==> src/rtl/i2c_pkg.sv <==
// I2C master peripheral shared definitions
// Register map indices, transfer engine phases and common widths
`default_nettype none

package i2c_pkg;

    // Bus data width of every word register
    localparam int REGISTER_WIDTH = 32;

    // One I2C data byte on the wire
    localparam int BYTE_WIDTH = 8;

    // Timebase ticks that make up one SCL bit period
    // SCL is low for the first half of them and high for the second half
    localparam int TICKS_PER_BIT = 4;

    // Word register selected by bus address bits 3:2
    typedef enum logic [1:0] {
        reg_control      = 2'd0,
        reg_timebase_div = 2'd1,
        reg_transfer     = 2'd2,
        reg_status       = 2'd3
    } reg_index_t;

    // Phases of the bit-level transfer sequencer
    typedef enum logic [2:0] {
        idle         = 3'd0,
        start_cond   = 3'd1,
        send_byte    = 3'd2,
        ack_in       = 3'd3,
        restart_cond = 3'd4,
        recv_byte    = 3'd5,
        ack_out      = 3'd6,
        stop_cond    = 3'd7
    } engine_state_t;

endpackage

`default_nettype wire

==> src/rtl/i2c_control_unit.sv <==
// I2C peripheral control unit
// Holds the control, divider and transfer registers plus the status latch,
// serves bus reads and turns a transfer register write into a start pulse
`timescale 1ns/100ps
`default_nettype none

module i2c_control_unit import i2c_pkg::*; #(
    parameter logic [REGISTER_WIDTH-1:0] INITIAL_PRESCALE = 1
) (
    input  wire logic                      clock,
    input  wire logic                      reset,
    input  wire logic                      bus_write,
    input  wire logic                      bus_read,
    input  wire logic [3:0]                bus_address,
    input  wire logic [REGISTER_WIDTH-1:0] bus_write_data,
    output logic      [REGISTER_WIDTH-1:0] bus_read_data,
    input  wire logic                      done,
    input  wire logic [BYTE_WIDTH-1:0]     read_data,
    input  wire logic                      ack_error,
    output logic                           direction,
    output logic                           timebase_enable,
    output logic      [REGISTER_WIDTH-1:0] prescale,
    output logic      [6:0]                target_address,
    output logic      [BYTE_WIDTH-1:0]     register_address,
    output logic      [BYTE_WIDTH-1:0]     write_data,
    output logic                           start
);

    typedef enum logic [1:0] {
        idle_state             = 2'd0,
        comm_start_state       = 2'd1,
        comm_in_progress_state = 2'd2
    } cu_state_t;

    cu_state_t state;

    reg_index_t                index;
    logic                      trigger;
    logic                      busy;
    logic [BYTE_WIDTH-1:0]     status_byte;
    logic                      status_ack_error;
    logic [REGISTER_WIDTH-1:0] read_word;

    // Only bits 3:2 pick the word, the byte lane bits are don't care
    assign index = reg_index_t'(bus_address[3:2]);

    // A transfer register write arms a new transfer
    assign trigger = bus_write && (index == reg_transfer);

    assign busy = (state != idle_state);

    // Writable registers, status is read only so its writes fall through
    always_ff @(posedge clock) begin
        if (!reset) begin
            direction        <= 1'b0;
            timebase_enable  <= 1'b0;
            prescale         <= INITIAL_PRESCALE;
            register_address <= '0;
            target_address   <= '0;
            write_data       <= '0;
        end else if (bus_write) begin
            case (index)
                reg_control: begin
                    direction       <= bus_write_data[0];
                    timebase_enable <= bus_write_data[1];
                end
                reg_timebase_div: prescale <= bus_write_data;
                reg_transfer: begin
                    // Fields update even mid transfer, the engine keeps its own copy
                    register_address <= bus_write_data[7:0];
                    target_address   <= bus_write_data[14:8];
                    write_data       <= bus_write_data[23:16];
                end
                default: ;
            endcase
        end
    end

    // Result of the last transfer, captured when the engine reports done
    always_ff @(posedge clock) begin
        if (!reset) begin
            status_byte      <= '0;
            status_ack_error <= 1'b0;
        end else if (done) begin
            status_byte      <= read_data;
            status_ack_error <= ack_error;
        end
    end

    always_comb begin
        case (index)
            reg_control:      read_word = {{(REGISTER_WIDTH-2){1'b0}}, timebase_enable, direction};
            reg_timebase_div: read_word = prescale;
            reg_transfer: begin
                // Bit 15 and the top byte are reserved and read as zero
                read_word = {{(REGISTER_WIDTH-24){1'b0}}, write_data, 1'b0,
                             target_address, register_address};
            end
            default: begin
                read_word = {{(REGISTER_WIDTH-BYTE_WIDTH-2){1'b0}}, status_ack_error,
                             busy, status_byte};
            end
        endcase
    end

    // Read data appears the cycle after the strobe and holds until the next read
    always_ff @(posedge clock) begin
        if (bus_read) begin
            bus_read_data <= read_word;
        end
    end

    // Start pulse lasts exactly the comm_start cycle
    // Triggers that arrive while a transfer runs are dropped
    always_ff @(posedge clock) begin
        if (!reset) begin
            state <= idle_state;
            start <= 1'b0;
        end else begin
            case (state)
                idle_state: begin
                    if (trigger) begin
                        state <= comm_start_state;
                        start <= 1'b1;
                    end
                end
                comm_start_state: begin
                    start <= 1'b0;
                    state <= comm_in_progress_state;
                end
                comm_in_progress_state: begin
                    if (done) begin
                        state <= idle_state;
                    end
                end
                default: begin
                    start <= 1'b0;
                    state <= idle_state;
                end
            endcase
        end
    end

endmodule

`default_nettype wire

==> src/rtl/i2c_timebase.sv <==
// I2C timebase generator
// Divides the system clock into a tick stream, one tick per quarter SCL bit
`timescale 1ns/100ps
`default_nettype none

module i2c_timebase (
    input  wire logic        clock,
    input  wire logic        reset,
    input  wire logic        enable,
    input  wire logic [31:0] prescale,
    output logic             tick
);

    logic [31:0] counter;
    logic        wrap;

    // The counter spans prescale+1 clock cycles per tick
    assign wrap = (counter == prescale);

    always_ff @(posedge clock) begin
        if (!reset) begin
            counter <= '0;
            tick    <= 1'b0;
        end else if (!enable) begin
            // Held at zero so that a fresh enable waits a full period
            counter <= '0;
            tick    <= 1'b0;
        end else if (wrap) begin
            counter <= '0;
            tick    <= 1'b1;
        end else begin
            counter <= counter + 32'd1;
            tick    <= 1'b0;
        end
    end

endmodule

`default_nettype wire

==> src/rtl/i2c_transfer_engine.sv <==
// I2C transfer engine
// Bit-level sequencer for single-byte register writes and reads,
// stepping one quarter bit per timebase tick and checking every acknowledge
`timescale 1ns/100ps
`default_nettype none

module i2c_transfer_engine import i2c_pkg::*; (
    input  wire logic                  clock,
    input  wire logic                  reset,
    input  wire logic                  tick,
    input  wire logic                  start,
    input  wire logic                  direction,
    input  wire logic [6:0]            target_address,
    input  wire logic [BYTE_WIDTH-1:0] register_address,
    input  wire logic [BYTE_WIDTH-1:0] write_data,
    output logic                       scl,
    output logic                       sda_out,
    output logic                       sda_enable,
    input  wire logic                  sda_in,
    output logic                       done,
    output logic      [BYTE_WIDTH-1:0] read_data,
    output logic                       ack_error
);

    localparam int PHASE_WIDTH = $clog2(TICKS_PER_BIT);

    // SCL falls on the first phase and rises halfway through the bit
    localparam logic [PHASE_WIDTH-1:0] DRIVE_PHASE = '0;
    localparam logic [PHASE_WIDTH-1:0] RISE_PHASE = PHASE_WIDTH'(TICKS_PER_BIT / 2);
    localparam logic [PHASE_WIDTH-1:0] LAST_PHASE = PHASE_WIDTH'(TICKS_PER_BIT - 1);

    // Byte slots: 0 address+W, 1 register, 2 data or address+R
    localparam logic [1:0] LAST_BYTE = 2'd2;

    engine_state_t state;

    logic [PHASE_WIDTH-1:0] phase;
    logic [2:0]             bit_count;
    logic [1:0]             byte_count;
    logic [1:0]             next_index;
    logic [BYTE_WIDTH-1:0]  shift;
    logic [BYTE_WIDTH-1:0]  next_byte;
    logic                   drive_low;
    logic                   step_end;

    logic                  direction_q;
    logic [6:0]            target_q;
    logic [BYTE_WIDTH-1:0] register_q;
    logic [BYTE_WIDTH-1:0] data_q;

    // Open drain, the pin is only ever pulled low
    assign sda_out = 1'b0;

    // Tick that closes the current bit period
    assign step_end = tick && (state != idle) && (phase == LAST_PHASE);

    // Next byte to shift out once the current one is acknowledged
    always_comb begin
        next_index = byte_count + 2'd1;
        case (next_index)
            2'd1:    next_byte = register_q;
            default: next_byte = direction_q ? {target_q, 1'b1} : data_q;
        endcase
    end

    // Level that SDA takes while SCL is low in the current state
    always_comb begin
        case (state)
            send_byte: drive_low = ~shift[BYTE_WIDTH-1];
            stop_cond: drive_low = 1'b1;
            default:   drive_low = 1'b0;
        endcase
    end

    always_ff @(posedge clock) begin
        if (!reset) begin
            state      <= idle;
            phase      <= '0;
            bit_count  <= '0;
            byte_count <= '0;
            scl        <= 1'b1;
            sda_enable <= 1'b0;
            done       <= 1'b0;
            ack_error  <= 1'b0;
        end else begin
            done <= 1'b0;
            if (state == idle) begin
                phase <= '0;
                if (start) begin
                    state      <= start_cond;
                    bit_count  <= '0;
                    byte_count <= '0;
                    ack_error  <= 1'b0;
                end
            end else if (tick) begin
                phase <= (phase == LAST_PHASE) ? '0 : phase + 1'b1;

                // START keeps SCL high, every other bit gets a full clock pulse
                if (state != start_cond) begin
                    if (phase == DRIVE_PHASE) begin
                        scl        <= 1'b0;
                        sda_enable <= drive_low;
                    end
                    if (phase == RISE_PHASE) begin
                        scl <= 1'b1;
                    end
                end

                case (state)
                    start_cond: begin
                        // SDA falls while SCL stays high
                        if (phase == RISE_PHASE) sda_enable <= 1'b1;
                        if (phase == LAST_PHASE) state <= send_byte;
                    end
                    send_byte: begin
                        if (phase == LAST_PHASE) begin
                            bit_count <= bit_count + 3'd1;
                            if (bit_count == 3'd7) state <= ack_in;
                        end
                    end
                    ack_in: begin
                        if (phase == LAST_PHASE) begin
                            if (sda_in) begin
                                // No acknowledge, abandon the transfer
                                ack_error <= 1'b1;
                                state     <= stop_cond;
                            end else if (byte_count == LAST_BYTE) begin
                                state <= direction_q ? recv_byte : stop_cond;
                            end else begin
                                byte_count <= next_index;
                                if (direction_q && byte_count == 2'd1) begin
                                    state <= restart_cond;
                                end else begin
                                    state <= send_byte;
                                end
                            end
                        end
                    end
                    restart_cond: begin
                        // Repeated START, SDA falls late in the high half
                        if (phase == LAST_PHASE) begin
                            sda_enable <= 1'b1;
                            state      <= send_byte;
                        end
                    end
                    recv_byte: begin
                        if (phase == LAST_PHASE) begin
                            bit_count <= bit_count + 3'd1;
                            if (bit_count == 3'd7) state <= ack_out;
                        end
                    end
                    ack_out: begin
                        // SDA stays released, which answers the byte with NACK
                        if (phase == LAST_PHASE) state <= stop_cond;
                    end
                    stop_cond: begin
                        // SDA rises while SCL is high
                        if (phase == LAST_PHASE) begin
                            sda_enable <= 1'b0;
                            done       <= 1'b1;
                            state      <= idle;
                        end
                    end
                    default: state <= idle;
                endcase
            end
        end
    end

    // Transfer fields and the data shifter
    // Fields are copied at start so that register writes cannot disturb the bus
    always_ff @(posedge clock) begin
        if (state == idle && start) begin
            direction_q <= direction;
            target_q    <= target_address;
            register_q  <= register_address;
            data_q      <= write_data;
            shift       <= {target_address, 1'b0};
            read_data   <= '0;
        end else if (step_end) begin
            case (state)
                send_byte: shift <= {shift[BYTE_WIDTH-2:0], 1'b0};
                recv_byte: begin
                    shift <= {shift[BYTE_WIDTH-2:0], sda_in};
                    if (bit_count == 3'd7) read_data <= {shift[BYTE_WIDTH-2:0], sda_in};
                end
                ack_in: begin
                    if (!sda_in && byte_count != LAST_BYTE) shift <= next_byte;
                end
                default: ;
            endcase
        end
    end

endmodule

`default_nettype wire

==> src/rtl/i2c_peripheral.sv <==
// I2C master peripheral top level
// Control unit and timebase side by side, both feeding the transfer engine
`timescale 1ns/100ps
`default_nettype none

module i2c_peripheral import i2c_pkg::*; #(
    parameter logic [REGISTER_WIDTH-1:0] INITIAL_PRESCALE = 1
) (
    input  wire logic                      clock,
    input  wire logic                      reset,
    input  wire logic                      bus_write,
    input  wire logic                      bus_read,
    input  wire logic [3:0]                bus_address,
    input  wire logic [REGISTER_WIDTH-1:0] bus_write_data,
    output wire logic [REGISTER_WIDTH-1:0] bus_read_data,
    output wire logic                      scl,
    output wire logic                      sda_out,
    output wire logic                      sda_enable,
    input  wire logic                      sda_in
);

    // Control unit to timebase
    logic                      timebase_enable;
    logic [REGISTER_WIDTH-1:0] prescale;

    // Control unit to engine
    logic                  start;
    logic                  direction;
    logic [6:0]            target_address;
    logic [BYTE_WIDTH-1:0] register_address;
    logic [BYTE_WIDTH-1:0] write_data;

    // Engine back to the control unit
    logic                  done;
    logic [BYTE_WIDTH-1:0] read_data;
    logic                  ack_error;

    logic tick;

    i2c_control_unit #(
        .INITIAL_PRESCALE(INITIAL_PRESCALE)
    ) control_unit (
        .clock(clock),
        .reset(reset),
        .bus_write(bus_write),
        .bus_read(bus_read),
        .bus_address(bus_address),
        .bus_write_data(bus_write_data),
        .bus_read_data(bus_read_data),
        .done(done),
        .read_data(read_data),
        .ack_error(ack_error),
        .direction(direction),
        .timebase_enable(timebase_enable),
        .prescale(prescale),
        .target_address(target_address),
        .register_address(register_address),
        .write_data(write_data),
        .start(start)
    );

    i2c_timebase timebase (
        .clock(clock),
        .reset(reset),
        .enable(timebase_enable),
        .prescale(prescale),
        .tick(tick)
    );

    i2c_transfer_engine engine (
        .clock(clock),
        .reset(reset),
        .tick(tick),
        .start(start),
        .direction(direction),
        .target_address(target_address),
        .register_address(register_address),
        .write_data(write_data),
        .scl(scl),
        .sda_out(sda_out),
        .sda_enable(sda_enable),
        .sda_in(sda_in),
        .done(done),
        .read_data(read_data),
        .ack_error(ack_error)
    );

endmodule

`default_nettype wire

==> config.mk <==
export PLATFORM = sky130hd
export DESIGN_NAME = i2c_peripheral
export DESIGN_NICKNAME = d
export VERILOG_FILES = /design/src/rtl/i2c_pkg.sv /design/src/rtl/i2c_control_unit.sv /design/src/rtl/i2c_timebase.sv /design/src/rtl/i2c_transfer_engine.sv /design/src/rtl/i2c_peripheral.sv
export SDC_FILE = /design/constraint.sdc
export NUM_CORES = 1
export LEC_CHECK = 0
export BUFFER_PORTS_ARGS = -buffer_cell sky130_fd_sc_hd__buf_2
export CAP_MARGIN = 20
export CELL_PAD_IN_SITES_DETAIL_PLACEMENT = 1
export CELL_PAD_IN_SITES_GLOBAL_PLACEMENT = 2
export CORE_UTILIZATION = 38
export CTS_CLUSTER_DIAMETER = 200
export DETAILED_ROUTE_END_ITERATION = 12
export PLACE_DENSITY = 0.87
export SYNTH_ARGS = -nofsm -noshare
export SYNTH_HDL_FRONTEND = slang
export SYNTH_SLANG_ARGS = --single-unit
==> constraint.sdc <==
create_clock -name clock -period 3.25 [get_ports clock]
set_input_delay 0 -clock clock [delete_from_list [all_inputs] [get_ports clock]]
set_output_delay 0 -clock clock [all_outputs]
set_load 0.005 [all_outputs]
# After elaboration in Yosys (flattened, before gate mapping)
# Index checks and enable logic that the tools add are counted.
# word_totals
wordCells	174
reg_bits	188
in_bits	41
out_inout_bits	35
# classes
n_eq_ne	35
bitwise	7
add_sub_neg	4
reduce_logical	42
muxes	58
# ops
cell	count
$pmux W32 S3	1
$mux W3	19
$mux W8	5
$add A32 B1 Y32 const B	1
$eq A32 B32 Y1	1
$ne A3 B1 Y1 const B	10
$pmux W8 S3	1
$mux W2	11
$pmux W3 S6	1
$mux W1	16
$reduce_bool A2 Y1	8
$eq A3 B3 Y1 const B	5
$reduce_and A2 Y1	7
$eq A2 B2 Y1 const B	5
$ne A2 B1 Y1 const B	5
$reduce_and A10 Y1	1
$reduce_and A3 Y1	3
$eq A2 B1 Y1 const B	4
$reduce_and A4 Y1	2
$not A1 Y1	7
$eq A3 B2 Y1 const B	2
$logic_and A1 B1 Y1	6
$logic_not A2 Y1	3
$pmux W2 S3	1
15 further kinds	21

# Depth between registers and ports, before layout
# depth
word_depth	9
ltp_mapped	7
mapped_depth_nobuf	6

# Cells and area by module
# Synthesis repeated with hierarchy kept, for this count alone.
# hier_totals
hier_cells	783
area_unflattened_um2	8414.3
# by_module_without_submodules
mod	cells_each	instances	area_each_um2	seq_area_each_um2
i2c_control_unit	347	1	4048.9	2342.2
i2c_transfer_engine	227	1	2448.6	1391.3
i2c_timebase	209	1	1916.8	660.6

# Worst setup path after synthesis
# OpenSTA, ideal clock, no wires.
# synth_path
path_kind	register to register
start	reg engine.state[0]
end	reg engine.data_q[0], enable pin
setup_ns	0.398
required_ns	2.852
path_stages_with_launch	6
period_less_slack_ns	2.314
t_arrival_ns	1.916
n_path_buf	2
path_slack_ns	0.936
cell_sequence	dfxtp_1 -> clkbuf_1 -> nor2_1 -> nand3_1 -> clkinv_1 -> buf_1
# synth_via
elab_chain_len	2
# synth_rtl
item	line_no	source
start, declared	i2c_transfer_engine.sv:35	engine_state_t state;
start signal, assigned	i2c_transfer_engine.sv:77	state <= idle;
start signal, assigned	i2c_transfer_engine.sv:90	state <= start_cond;
start signal, assigned	i2c_transfer_engine.sv:113	if (phase == LAST_PHASE) state <= send_byte;
$logic_not A3 Y1	i2c_transfer_engine.sv:173	if (state == idle && start) begin
$logic_and A1 B1 Y1	i2c_transfer_engine.sv:173	
end signal, assigned	i2c_transfer_engine.sv:177	data_q <= write_data;
end, declared	i2c_transfer_engine.sv:49	logic [BYTE_WIDTH-1:0] data_q;
# No other way between the ends.
# A chain may end at the register's enable or synchronous reset.

# Worst setup path in the final report
# layout_path
start	reg timebase.counter[6]
end	reg timebase.counter[19]
# layout_via
elab_chain_len	2
word_cells_on_any_way	3
cone_classes	add/sub (1); eq/ne (1); reduce/logical (1)
# layout_rtl
item	line_no	source
start, declared	i2c_timebase.sv:14	logic [31:0] counter;
start signal, assigned	i2c_timebase.sv:32	counter <= counter + 32'd1;
branches (longest 2 deep; another with $add A32 B1 Y32)	-	
# Parallel ways; which one is timed is not known.

==> flow_summary.toml <==
[worst_setup_path]
worst-path-buf-inv = 0
crit_type = "reg -> reg"
critPathTopFamily = "simple AND/OR/NAND/NOR gates"
crit_arrival_ps = 2800
startpoint_type = "flip-flop"
worstPathRequired_ps = 3610
max_stage_delay_ps = 870
r2r_cells = 4
crit_slowest_cell = "or4_1"
cp.depth = 4
rr_startpoint = "timebase.counter[6]"
critPathMaxFanout = 18
cp-startpoint = "timebase.counter[6]"
cp-end-kind = "flip-flop"
path_cells = "nand3_2 > or4_1 > or4_4 > a221oi_2"

[timing]
max_freq_mhz = 409.9
rsz0062_at_grt = "no"
period_share = 0.7506
relSlewSlack = 0.3823
tightestPinTransition_ps = 926.5
skew_ps = 8.867
fin_tns_setup_ps = 0
finalSetupViolations = 0
final_max_slew_viol_count = 0
finalHoldViolCount = 0
period_minus_slack_ps = 2439

[placed_design]
dp_hpwl_microns = 16320
dpl.cell_count = 1131
io_buffer_count = 72
gp_congestion = 0.8359
post_dp_cell_area_sq_um = 8921

[floorplan]
initial_utilization = 0.3922
die_area_sq_um = 22500
ios = 76
placeableCoreArea_sq_um = 21220
die_y_microns = 150.0
std_cell_rows = 53
fp.dieW_microns = 150.0

[clock_network]
cts_inserted_buffers = 17
htreeDepth = 4
cts_root_buffer = "clkbuf_16"
clockBufferDepth = 2
clk_pin_slew_worst_paths_ps = 80
clock-sinks = 188
cts_tree = "done"
cts_resized = 0
clk_latency_ps = 440

[finish]
ff_latch_area_sq_um = 4394
fin_nets = 959
postLayoutCellArea_sq_um = 9842
area_growth_pct = 18.25
fin_util = 0.4638
drive_gt1_frac = 0.1703
finalNonFillerCells = 1198
reg.largest.list = "control_unit.bus_read_data: 32 flops, control_unit.prescale: 32 flops, timebase.counter: 32 flops"
multiInputGateArea_sq_um = 3631
nFillCells = 2412

[hold_path]
min_from = "bus_address[3]"
whs_path_depth = 2
holdCritPathClass = "in -> reg"

[power_and_ir_drop]
ir_worst_vdd_uv = 316.2
leakage_uw = 0.003348
power_frac_comb = 0.084
p_int_uw = 3741
pwr-share-clk = 0.414
pwr-share-seq = 0.502
power_switching_uw = 1336
power.density_nw_per_um2 = 515.8
p_sw_frac = 0.2631

[outcome]
status = "finished clean"

[synthesis]
synth_flop_cell = "dfxtp_1"
ys_types = 55
ys_seq_elements = 188
synth_area_sq_um = 8323
synth_area_per_cell_sq_um = 10.09
synth_edf_count = 63
ys_seq_area_frac = 0.5280
netlist_top_cells_area = "dfxtp_1, edfxtp_1, nand2_1"
ys_warn_count = 0
async_flop_share = 0
yosysTopAreaCell = "dfxtp_1"
yosysTopAreaCellShare = 0.3007
synth_nets = 875
syn-instance-count = 825
synth_most_common_cell = "nand2_1"
synth.top_cells.by_count = "nand2_1, dfxtp_1, edfxtp_1"

[route]
dr.pass1.iters = 4
ant_nets = 0
wl_per_cell_microns = 20.12
dr_total_vias = 6604
finalWirelength_microns = 24110
drc = 0
drtIter0Drc = 353
vias_per_cell = 5.513

[grt]
grt_pass1_vias = 6744
grt_max_degree = 54
grt_pass1_wl_microns = 38010
grt_overflow_total = 0
antenna_found_initial = 2
grtUsageTotal = 0.2248

[job]
max_cap_violations = 0
## timing repair
item,CTS,global route
hold endpoints to repair,67,0
buffers inserted,0,0
endpoints found under the setup margin,0,0
hold buffers,34,0
## logic make-up after synthesis
group	after synthesis	share of synthesized area
buf+inv	75	0.03758
fa+ha+maj	9	0.01353
compound gates	176	0.1461
simple gates	285	0.1675
other cells	1	0.0004506
mux	46	0.05953
flops	188	0.5280
xor+xnor	45	0.04735
## path summary, 6_finish.rpt
check | slack, ps | end
worst max-delay path | 810 | timebase.counter[19]
worst min register to register | 470 | engine.data_q[0]
worst min-delay path | 150 | control_unit.bus_read_data[7]
worst max register to register | 810 | timebase.counter[19]
## layout by cell type (no fill, tap or decap), drive strengths merged, types with 24 or more instances in the layout
master       count
buf             89
a21oi           62
dfxtp          125
o21ai           29
mux2i           36
nand2          146
xnor2           43
inv             24
nor2            34
edfxtp          63
dlygate4sd3     34
## layout make-up
cell class / count / area share
flip-flops and latches: 188 / 0.4465
diodes: 1 / 0.0002543
inverters: 17 / 0.006484
repair buffers: 123 / 0.08416
multi-input cells: 562 / 0.3689
well taps: 275 / 0.03496
clock inverters: 15 / 0.01551
clock buffers: 17 / 0.04322
## layer usage
layer,global-route usage,wire (microns),part of all wire,up-vias
li1,-,-,-,3144
met1,0.2954,11200,0.46,3296
met2,0.3787,11740,0.49,141
met3,0.04116,872,0.036,23
met4,0.05808,301,0.012,0
met5,0,0,0,-
## power by group through the flow
stage	clock network, uW	registers, uW	logic (uW)
2_1_floorplan	0	2580	232
3_3_place_gp	0	2600	388
3_5_place_dp	0	2600	393
4_1_cts	2130	2550	427
5_1_grt	2220	2550	468
6_report	2100	2550	427
## worst reg2reg max path: stages, from the launching register on
cell and delay, ps:
dfxtp_1 460, nand3_2 190, or4_1 870, or4_4 600
a221oi_2 240
## per-stage QoR
| step | hold slack (ps) | total power [uW] | worst slack, ps |
|---|---|---|---|
| after floorplan | 112.5 | 2814 | 935.7 |
| after CTS | 124.4 | 5107 | 809.4 |
| after global placement | 246.8 | 2986 | 926.3 |
| after detailed placement | 252.4 | 2993 | 842.6 |
| final | 145.4 | 5077 | 810.6 |
| after global routing | 156.5 | 5241 | 708.0 |
Note: power is estimated with default switching activity, not from simulation.
